<file path="src/bus_pkg.sv">
// Memory write bus types
package bus_pkg;

    // Byte address width on the write bus
    localparam int addr_width = 64;

    // Data width of the write channel
    localparam int data_width = 128;

    // One strobe bit per data byte
    localparam int strb_width = data_width / 8;

    // Width of the response code
    localparam int resp_width = 2;

    // Response codes that the writer and the memory agree on
    localparam logic [resp_width-1:0] resp_okay   = 2'b00;
    localparam logic [resp_width-1:0] resp_slverr = 2'b10;

    // Address channel payload, one single-beat burst per transfer
    typedef struct packed {
        logic [addr_width-1:0] addr;
    } wr_addr_t;

    // Data channel payload
    typedef struct packed {
        logic [data_width-1:0] data;
        logic [strb_width-1:0] strb;
    } wr_data_t;

    // Response channel payload
    typedef struct packed {
        logic [resp_width-1:0] resp;
    } wr_resp_t;

endpackage

</file>
<file path="src/stream_pkg.sv">
// Stream word and beat types
package stream_pkg;

    // Width of one word on the input stream
    localparam int word_width = 64;

    // Width of one packed beat, two stream words side by side
    localparam int beat_width = 128;

    // Bytes covered by one beat in memory, which is also the address step
    localparam int beat_bytes = beat_width / 8;

    // Shift that turns a beat index into a byte offset
    localparam int beat_shift = $clog2(beat_bytes);

    // One word as it arrives from the source
    typedef struct packed {
        logic [word_width-1:0] data;
        logic                  last;
    } stream_word_t;

    // One beat as it leaves the packer and passes through the FIFO.
    // The first word of a pair sits in the low half
    typedef struct packed {
        logic [beat_width-1:0] data;
        logic                  last;
    } stream_beat_t;

endpackage

</file>
<file path="src/beat_fifo.sv">
// Synchronous payload FIFO
`timescale 1ns/1ps

module beat_fifo #(
    parameter type payload_t  = logic [7:0],
    parameter int  FIFO_DEPTH = 8
) (
    input  logic     clock,
    input  logic     reset,

    // Write side
    input  payload_t push_data,
    input  logic     push_valid,
    output logic     push_ready,

    // Read side
    output payload_t pop_data,
    output logic     pop_valid,
    input  logic     pop_ready
);

    localparam int ptr_width = (FIFO_DEPTH > 1) ? $clog2(FIFO_DEPTH) : 1;
    localparam int cnt_width = $clog2(FIFO_DEPTH + 1);

    // Pointers wrap explicitly so that any depth works, not only powers of two
    localparam logic [ptr_width-1:0] last_slot  = ptr_width'(FIFO_DEPTH - 1);
    localparam logic [cnt_width-1:0] full_count = cnt_width'(FIFO_DEPTH);

    payload_t             mem [FIFO_DEPTH];
    logic [ptr_width-1:0] wr_ptr;
    logic [ptr_width-1:0] rd_ptr;
    logic [cnt_width-1:0] count;
    logic                 push;
    logic                 pop;

    assign push_ready = (count != full_count);
    assign pop_valid  = (count != '0);
    assign push       = push_valid && push_ready;
    assign pop        = pop_valid && pop_ready;

    // The head entry is presented directly, so a push shows up one cycle later
    assign pop_data   = mem[rd_ptr];

    always_ff @(posedge clock) begin
        if (!reset) begin
            wr_ptr <= '0;
            rd_ptr <= '0;
            count  <= '0;
        end else begin
            if (push) begin
                wr_ptr <= (wr_ptr == last_slot) ? '0 : wr_ptr + 1'b1;
            end

            if (pop) begin
                rd_ptr <= (rd_ptr == last_slot) ? '0 : rd_ptr + 1'b1;
            end

            // A push and a pop together leave the occupancy unchanged
            case ({push, pop})
                2'b10:   count <= count + 1'b1;
                2'b01:   count <= count - 1'b1;
                default: count <= count;
            endcase
        end
    end

    always_ff @(posedge clock) begin
        if (push) begin
            mem[wr_ptr] <= push_data;
        end
    end

endmodule

</file>
<file path="src/beat_packer.sv">
// Stream word to beat packer
`timescale 1ns/1ps

module beat_packer
    import stream_pkg::*;
(
    input  logic         clock,
    input  logic         reset,

    // Word stream from the source
    input  stream_word_t in_word,
    input  logic         in_valid,
    output logic         in_ready,

    // Beat stream towards the FIFO
    output stream_beat_t pack_beat,
    output logic         pack_valid,
    input  logic         pack_ready
);

    // High while the low half of the next beat already holds a word
    logic                  half_full;

    // Keeps the input closed until the first cycle after reset
    logic                  armed;

    logic [word_width-1:0] low_word;
    logic                  accept;
    logic                  completes;

    // A pending beat blocks new words unless it leaves in this same cycle
    assign in_ready  = armed && (!pack_valid || pack_ready);
    assign accept    = in_valid && in_ready;

    // The second word of a pair closes the beat, and so does a last word
    // that lands in the low half
    assign completes = half_full || in_word.last;

    always_ff @(posedge clock) begin
        if (!reset) begin
            armed      <= 1'b0;
            half_full  <= 1'b0;
            pack_valid <= 1'b0;
        end else begin
            armed <= 1'b1;

            if (accept && completes) begin
                pack_valid <= 1'b1;
            end else if (pack_ready) begin
                pack_valid <= 1'b0;
            end

            if (accept) begin
                half_full <= !completes;
            end
        end
    end

    always_ff @(posedge clock) begin
        if (accept) begin
            if (half_full) begin
                pack_beat.data <= {in_word.data, low_word};
                pack_beat.last <= in_word.last;
            end else if (in_word.last) begin
                // Odd word count, so the high half is padded with zeros
                pack_beat.data <= {{word_width{1'b0}}, in_word.data};
                pack_beat.last <= 1'b1;
            end else begin
                low_word <= in_word.data;
            end
        end
    end

endmodule

</file>
<file path="src/dma_subsystem.sv">
// Stream to memory DMA top level
`timescale 1ns/1ps

module dma_subsystem
    import stream_pkg::*;
    import bus_pkg::*;
#(
    parameter int FIFO_DEPTH  = 8,
    parameter int COUNT_WIDTH = 16
) (
    input  logic                  clock,
    input  logic                  reset,

    input  logic                  start,
    input  logic [addr_width-1:0] base_addr,

    input  stream_word_t          in_word,
    input  logic                  in_valid,
    output logic                  in_ready,

    output wr_addr_t              aw,
    output logic                  aw_valid,
    input  logic                  aw_ready,
    output wr_data_t              w,
    output logic                  w_valid,
    input  logic                  w_ready,
    input  wr_resp_t              b,
    input  logic                  b_valid,
    output logic                  b_ready,

    output logic                  done,
    output logic                  error
);

    stream_beat_t pack_beat;
    logic         pack_valid;
    logic         pack_ready;

    stream_beat_t fifo_beat;
    logic         fifo_valid;
    logic         fifo_ready;

    beat_packer packer0 (
        .clock      (clock),
        .reset      (reset),
        .in_word    (in_word),
        .in_valid   (in_valid),
        .in_ready   (in_ready),
        .pack_beat  (pack_beat),
        .pack_valid (pack_valid),
        .pack_ready (pack_ready)
    );

    beat_fifo #(
        .payload_t  (stream_beat_t),
        .FIFO_DEPTH (FIFO_DEPTH)
    ) fifo0 (
        .clock      (clock),
        .reset      (reset),
        .push_data  (pack_beat),
        .push_valid (pack_valid),
        .push_ready (pack_ready),
        .pop_data   (fifo_beat),
        .pop_valid  (fifo_valid),
        .pop_ready  (fifo_ready)
    );

    dma_writer #(
        .COUNT_WIDTH (COUNT_WIDTH)
    ) writer0 (
        .clock      (clock),
        .reset      (reset),
        .start      (start),
        .base_addr  (base_addr),
        .beat       (fifo_beat),
        .beat_valid (fifo_valid),
        .beat_ready (fifo_ready),
        .aw         (aw),
        .aw_valid   (aw_valid),
        .aw_ready   (aw_ready),
        .w          (w),
        .w_valid    (w_valid),
        .w_ready    (w_ready),
        .b          (b),
        .b_valid    (b_valid),
        .b_ready    (b_ready),
        .done       (done),
        .error      (error)
    );

endmodule

</file>
<file path="src/dma_writer.sv">
// Beat to memory write engine
`timescale 1ns/1ps

module dma_writer
    import stream_pkg::*;
    import bus_pkg::*;
#(
    parameter int COUNT_WIDTH = 16
) (
    input  logic                  clock,
    input  logic                  reset,

    // Transfer control
    input  logic                  start,
    input  logic [addr_width-1:0] base_addr,

    // Buffered beats from the FIFO
    input  stream_beat_t          beat,
    input  logic                  beat_valid,
    output logic                  beat_ready,

    // Address channel
    output wr_addr_t              aw,
    output logic                  aw_valid,
    input  logic                  aw_ready,

    // Data channel
    output wr_data_t              w,
    output logic                  w_valid,
    input  logic                  w_ready,

    // Response channel
    input  wr_resp_t              b,
    input  logic                  b_valid,
    output logic                  b_ready,

    // Completion
    output logic                  done,
    output logic                  error
);

    typedef enum logic [1:0] {
        st_idle,
        st_fetch,
        st_send,
        st_wait_resp
    } state_t;

    state_t                 state;
    logic [addr_width-1:0]  base_q;
    logic [COUNT_WIDTH-1:0] beat_count;
    logic                   last_q;
    logic [addr_width-1:0]  beat_addr;
    logic                   pop;
    logic                   b_done;

    // Each beat lands beat_bytes above the previous one
    assign beat_addr  = base_q + (addr_width'(beat_count) << beat_shift);

    assign beat_ready = (state == st_fetch);
    assign pop        = beat_valid && beat_ready;

    // The response is taken only once both address and data have gone out
    assign b_ready    = (state == st_wait_resp) && !aw_valid && !w_valid;
    assign b_done     = b_valid && b_ready;

    always_ff @(posedge clock) begin
        if (!reset) begin
            state      <= st_idle;
            aw_valid   <= 1'b0;
            w_valid    <= 1'b0;
            done       <= 1'b0;
            error      <= 1'b0;
            beat_count <= '0;
        end else begin
            done <= 1'b0;

            case (state)
                st_idle: begin
                    if (start) begin
                        error      <= 1'b0;
                        beat_count <= '0;
                        state      <= st_fetch;
                    end
                end

                st_fetch: begin
                    if (pop) begin
                        state <= st_send;
                    end
                end

                // Payloads were loaded at the pop, so both channels open together
                st_send: begin
                    aw_valid <= 1'b1;
                    w_valid  <= 1'b1;
                    state    <= st_wait_resp;
                end

                st_wait_resp: begin
                    // The two channels may complete in either order
                    if (aw_valid && aw_ready) begin
                        aw_valid <= 1'b0;
                    end
                    if (w_valid && w_ready) begin
                        w_valid <= 1'b0;
                    end

                    if (b_done) begin
                        if (b.resp != resp_okay) begin
                            error <= 1'b1;
                        end
                        if (last_q) begin
                            done  <= 1'b1;
                            state <= st_idle;
                        end else begin
                            beat_count <= beat_count + 1'b1;
                            state      <= st_fetch;
                        end
                    end
                end

                default: state <= st_idle;
            endcase
        end
    end

    always_ff @(posedge clock) begin
        if (state == st_idle && start) begin
            base_q <= base_addr;
        end

        if (pop) begin
            aw.addr <= beat_addr;
            w.data  <= beat.data;
            w.strb  <= '1;
            last_q  <= beat.last;
        end
    end

endmodule

</file>
<file path="config.mk">
export PLATFORM = sky130hd
export DESIGN_NAME = dma_subsystem
export DESIGN_NICKNAME = d
export VERILOG_FILES = /design/src/bus_pkg.sv /design/src/stream_pkg.sv /design/src/beat_fifo.sv /design/src/beat_packer.sv /design/src/dma_subsystem.sv /design/src/dma_writer.sv
export SDC_FILE = /design/constraint.sdc
export NUM_CORES = 2
export LEC_CHECK = 0
export BUFFER_PORTS_ARGS = -buffer_cell sky130_fd_sc_hd__buf_2
export CORE_MARGIN = 1
export CORE_UTILIZATION = 54
export DETAILED_ROUTE_END_ITERATION = 8
export GPL_ROUTABILITY_DRIVEN = 0
export GPL_TIMING_DRIVEN = 0
export PLACE_DENSITY = 0.8
export SYNTH_ARGS = -nofsm -noshare
export SYNTH_HDL_FRONTEND = slang
export SYNTH_HIERARCHICAL = 1
export SYNTH_SLANG_ARGS = --single-unit
</file>
<file path="constraint.sdc">
create_clock -name clock -period 13.42 [get_ports clock]
set_input_delay 2.013 -clock clock [delete_from_list [all_inputs] [get_ports clock]]
set_output_delay 2.013 -clock clock [all_outputs]
set_load 0.005 [all_outputs]
</file>
-- Yosys cells after proc, flatten, opt, wreduce, memory -nomap -nowiden
Memories as Yosys holds them, arrays and structs flattened. A register that Yosys moved wholly into a read port is not among the register bits.
Index checks and enable logic that the tools add are counted.
- memories: 1
- logic and storage cells: 102
- output and inout port bits: 214
- register bits: 356
- memory bits (writable): 1032
- mux-type cells: 28
- $add $sub $neg: 6
- reduce and logical (&&, ||, !) cells: 33
- bitwise gates (word level): 2
- equal/unequal tests: 15
- memories (name ; words ; width ; read ports ; clocked after Yosys merged registers in ; wr ports ; line ; text):
    fifo0.mem ; 8 ; 129 ; 1 ; 1 ; 1 ; beat_fifo.sv:29 ; payload_t mem [FIFO_DEPTH];
- operators with widths (cell ; count):
    $mux 129 ; 2
    $add 64x20->64 ; 1
    $mux 16 ; 3
    $pmux 16 s2 ; 1
    $add 16x1->16 const B ; 1
    $mux 1 ; 12
    $ne 2x2->1 const B ; 6
    $reduce_bool 2->1 ; 6
    $logic_and 1x1->1 ; 11
    $reduce_and 3->1 ; 3
    $pmux 2 s4 ; 1
    $pmux 4 s2 ; 1
    $reduce_and 4->1 ; 2
    $add 3x1->3 const B ; 2
    $eq 2x2->1 const B ; 3
    $eq 3x3->1 const B ; 2
    $mux 2 ; 3
    $mux 3 ; 2
    $pmux 1 s2 ; 3
    $reduce_and 2->1 ; 3
    $add 4x1->4 const B ; 1
    $eq 2x1->1 const B ; 2
    $logic_not 1->1 ; 4
    $ne 4x4->1 const B ; 1
    6 further kinds ; 8

-- Longest topological paths before layout
- depth in word-level cells: 6
- depth in mapped cells: 11

-- Hierarchy
The synthesis kept the hierarchy.
- modules (own cells, without submodules) (module ; instances ; area each (um^2) ; cells each ; sequential area each (um^2)):
    beat_fifo ; 1 ; 39719.3 ; 1568 ; 31250.0
    dma_writer ; 1 ; 10760.3 ; 655 ; 8157.8
    beat_packer ; 1 ; 7186.9 ; 352 ; 5855.6

-- Worst setup path after synthesis
OpenSTA, ideal clock, no wires.
- path type: reg-to-reg
- start: reg fifo0.count[1]
- end: mem fifo0/mem[0][0] (netlist name), enable pin
- arrival time: 12.910 ns
- setup slack: -0.423 ns
- path buffers: 1
- period minus slack after synthesis: 13.843 ns
- setup time: 0.933 ns
- stages on the path, launching flop included: 5
- cells stage by stage: dfxtp_1 > or4b_1 > buf_2 > nand2_2 > nor4_1
- longest elaborated chain between the ends: 4
- RTL lines (element ; line ; text):
    start, declared ; beat_fifo.sv:32 ; logic [cnt_width-1:0] count;
    start signal, assigned ; beat_fifo.sv:60 ; 2'b10: count <= count + 1'b1;
    start signal, assigned ; beat_fifo.sv:61 ; 2'b01: count <= count - 1'b1;
    start signal, assigned ; beat_fifo.sv:62 ; default: count <= count;
    $ne 4x4->1 ; beat_fifo.sv:36 ; assign push_ready = (count != full_count);
    via pack_ready ; dma_subsystem.sv:37 ; logic pack_ready;
    $logic_and 1x1->1 ; beat_fifo.sv:38 ; assign push = push_valid && push_ready;
    $mux 1 ; beat_fifo.sv:68 ; if (push) begin
    $mux 1 (implied by the code) ; beat_fifo.sv:69 ; mem[wr_ptr] <= push_data;
    end, declared ; beat_fifo.sv:29 ;
The timed path passes the listed nets, and every way through them passes these cells.

-- Worst setup path after layout
- start: reg fifo0.count[1]
- end: out in_ready
- longest elaborated chain between the ends: 3
- RTL lines (element ; line ; text):
    $ne 4x4->1 ; beat_fifo.sv:36 ;
    via pack_ready ; dma_subsystem.sv:37 ;
    $logic_or 1x1->1 ; beat_packer.sv:32 ; assign in_ready = armed && (!pack_valid || pack_ready);
    $logic_and 1x1->1 ; beat_packer.sv:32 ;
    end, declared ; dma_subsystem.sv:19 ; output logic in_ready,
The timed path passes the listed nets, and every way through them passes these cells.

==> results.md <==
- Run status: finished, violations left
- Failing checks: design-rule violations
- I/O pins: 352
- 1st-iter DRT viols: 2758
- Routed length per instance: about 27 µm
- Post-synth EDFFs: between 1000 and 1500
- Dpl cells: approximately 4400
- Clk root buf: clkbuf_16
- Hold-fix buffers, CTS: 0
- Ys async rst share: 0%
- Crit path DAT: 2.37 ns
- RR Endpoint: writer0/aw[44]$_DFFE_PP_
- Port Buf Inserts: around 340
- Main synth FF type: edfxtp_1
- Core area: 0.1056 mm²
- Pint: 8055 µW
- NetSw: roughly 2100 µW
- Setup WS pre-CTS: slightly above 9 ns
- Startpoint types: register
- Remaining DRCs: 36
- Flops & latches, synth: 1520
- CP required: roughly 11 ns
- Num CTS Buffers: between 150 and 200
- Nets: 3365
- Clock share of power: 41.4%
- Reg2reg setup slack: approximately 10 ns
- RSZ-0062 raised after global routing: no
- GRT Overall Usage: 23.73%
- Power share of the combinational group: about 5.2%
- Vias in the first global route: between 20000 and 30000
- P per Cell Area: roughly 150 mW/mm²
- First-pass GRT wire length: roughly 180000 µm
- Setup bufs post-CTS: 0
- Vias/cell: approximately 5.9
- Slew headroom: between 20% and 30%
- YS warnings: 6
- Fin worst setup slack: 9.034 ns
- Post-synthesis cell count: 2575
- Final Cycle Share: 32.69%
- Post-route ant nets: 0
- Setup crit end: in_ready
- Clock Path Buffers: 3
- Die Ht: about 330 µm
- Post-synthesis cell area: 0.05767 mm²
- Reg power frac: between 50% and 60%
- Worst min path class: reg2reg
- Cell mode on critical path: buf_2
- Area delta synth->final: 17.73%
- Final Critical Period: 4.386 ns
- Grt ovf: 0
- Clock slew at reported path FFs: ~0.06 ns
- Fillers: about 6700
- Hold Vio Cnt, Final: 0
- DR vias: approximately 28000
- Synth cell types: slightly above 60
- H-tree Lvls: 4
- Share of cells above drive strength 1: between 30% and 40%
- Post-Syn Area per Cell: roughly 22 µm²
- Worst r2r path cells: 10
- CTS sink cnt: approximately 1500
- DRT Wirelength: 127700 µm
- Rows: roughly 120
- Final HPWL DP: 81100 µm
- Critical Path Fanout Max: 7
- WS Path Type: reg2out
- Fmax achieved: approximately 0.23 GHz
- Fin cells: between 4000 and 5000
- Register area share after synthesis: between 70 and 80%
- Horiz. Die Dim: between 300 and 400 µm
- Worst-path cell chain: or4b_1, buf_2, nand2b_1, and2_1, buf_2
- Worst stage delay on the critical path: about 0.52 ns
- P_leak: between 0.02 and 0.025 µW
- Max cap viols: 0
- PostCTS Resize Cnt: 0
- Clock Latency Late Sink: roughly 0.75 ns
- Fin Clk Skew: roughly 0.025 ns
- Crit path capture type: output pin
- Worst-Margin Slew: 1.125 ns
- FF-to-FF Start: writer0/beat_count[0]$_SDFFE_PN0P_
- Largest net degree at the start of global routing: 65
- DIE AREA: about 0.11 mm²
- Initial antenna violation count: 22
- Max Slew Vio Count: 0
- Maximum VDD drop: roughly 0.096 mV
- Drt first pass iters: 7
- CP Launch Point: fifo0/count[1]$_SDFFE_PN0P_
- Initial Util: between 50 and 60%
- Switch share: 20.73%
- CTS tree: built
- Final setup fails: 0
- CP max-delay cell: or4b_1
state kept, by name, indices dropped and copies added, names as in the netlist, 2 cells and up, named ones only:
signal	count
fifo0/mem	1032
packer0/pack_beat	129
writer0/w	128
packer0/low_word	64
writer0/aw	64
writer0/base_q	64
writer0/beat_count	16
fifo0/count	4
fifo0/rd_ptr	3
fifo0/wr_ptr	3
writer0/state	2
cell families after synthesis:
logic type	share of synthesized area, %
XOR/XNOR	1.078
AND/OR/NAND/NOR	2.497
other	0.006503
flip-flops	78.49
multiplexers	14.47
AO/OA/AOI/OAI	1.382
adder cells (fa/ha/maj)	0.6422
buffers and inverters	1.430
power by group through the flow:
stage                     registers (µW)  logic [µW]  clock network (µW)
after floorplan                     5520         330                   0
after global placement              5550         496                   0
after detailed placement            5530         527                   0
after CTS                           5430         532                4270
after global routing                5440         567                4450
final                               5430         527                4210
placed cells by master, fill, tap and decap left out, types with 20 or more instances in the layout:
master / n
and2_1: 76
ha_1: 28
clkbuf_16: 153
xor2_1: 26
buf_2: 362
edfxtp_1: 1482
buf_6: 102
dfxtp_1: 38
clkbuf_1: 60
and3_1: 21
mux2_2: 180
mux4_1: 70
clkinv_1: 29
mux4_2: 188
nand2_1: 42
nor2_1: 30
a21oi_1: 39
xnor2_1: 45
clkinv_2: 23
buf_4: 20
cells in the mapped netlist, drive strengths merged, types with 2 or more instances:
cell         count  area [µm²]
nor3             8       40.04
o211ai          16       120.1
mux4           258        6073
nand4           11       83.83
nor2b           10       62.56
dlygate4sd1      2       17.52
or3              7       43.79
dfxtp           38       760.7
and4             6       52.55
nand2b           9       56.30
nor2            34       127.6
xor2            26       227.7
ha              28       350.3
and3            22       138.9
inv             11       41.29
a21boi           9       67.56
o2111ai         20       192.7
clkbuf          34       127.6
buf             81       638.1
nor3b            2       15.01
mux2           193        2222
mux2i            5       50.05
edfxtp        1482       44500
xnor2           45       394.1
nand3           18       90.09
a21o             5       37.54
nand2           43       163.9
a21oi           39       195.2
or4b             2       20.02
and2            79       494.2
o21ai           14       70.06
a2111oi          2       42.54
layout make-up:
class | instances | area (µm²) | share of cell area (%)
flip-flops and latches | 1520 | 45260 | 66.67
multi-input cells | 942 | 11710 | 17.24
clock buffers | 181 | 3954 | 5.824
repair buffers | 455 | 3382 | 4.981
well taps | 1391 | 1740 | 2.564
clock inverters | 92 | 999.7 | 1.473
plain buffers | 117 | 783.3 | 1.154
inverters | 11 | 41.29 | 0.06082
diodes | 8 | 20.02 | 0.02949
worst min path at each step:
stage                           startpoint                       to  slack [ns]  depth (start not counted)
6_report       writer0/base_q[1]$_DFFE_PP_  writer0/aw[1]$_DFFE_PP_        0.42                          0
5_1_grt        writer0/base_q[2]$_DFFE_PP_  writer0/aw[2]$_DFFE_PP_        0.43                          0
4_1_cts        writer0/base_q[2]$_DFFE_PP_  writer0/aw[2]$_DFFE_PP_        0.42                          0
3_5_place_dp   writer0/base_q[1]$_DFFE_PP_  writer0/aw[1]$_DFFE_PP_        0.41                          0
3_3_place_gp   writer0/base_q[1]$_DFFE_PP_  writer0/aw[1]$_DFFE_PP_        0.40                          0
2_1_floorplan  writer0/base_q[0]$_DFFE_PP_  writer0/aw[0]$_DFFE_PP_        0.40                          0
critical path: cells and delay by family, from the launching register on:
kind,cells,cell delay (ns)
simple gates,3,0.96
buf+inv,2,0.32
flops,1,0.37
metrics by stage:
step	hold WS [ns]	setup TNS, ns	utilization (%)	total power (µW)	instance area [µm²]
5_1_grt	0.4318	0	64.30	10450	67880
4_1_cts	0.4193	0	64.29	10230	67870
3_3_place_gp	0.4019	-3805.47	57.92	6048	61150
6_report	0.4164	0	64.31	10160	67890
3_5_place_dp	0.4056	0	59.60	6053	62920
2_1_floorplan	0.4003	0	-	5847	57730
metal layers:
layer | vias up | part of all wire, % | GRT usage (%)
li1 | 11890 | - | -
met1 | 14530 | 40 | 32.62
met2 | 1218 | 49 | 38.39
met3 | 220 | 7.7 | 4.661
met4 | 20 | 2.8 | 7.917
met5 | - | 0.10 | 0
Note: power is estimated with default switching activity, not from simulation.
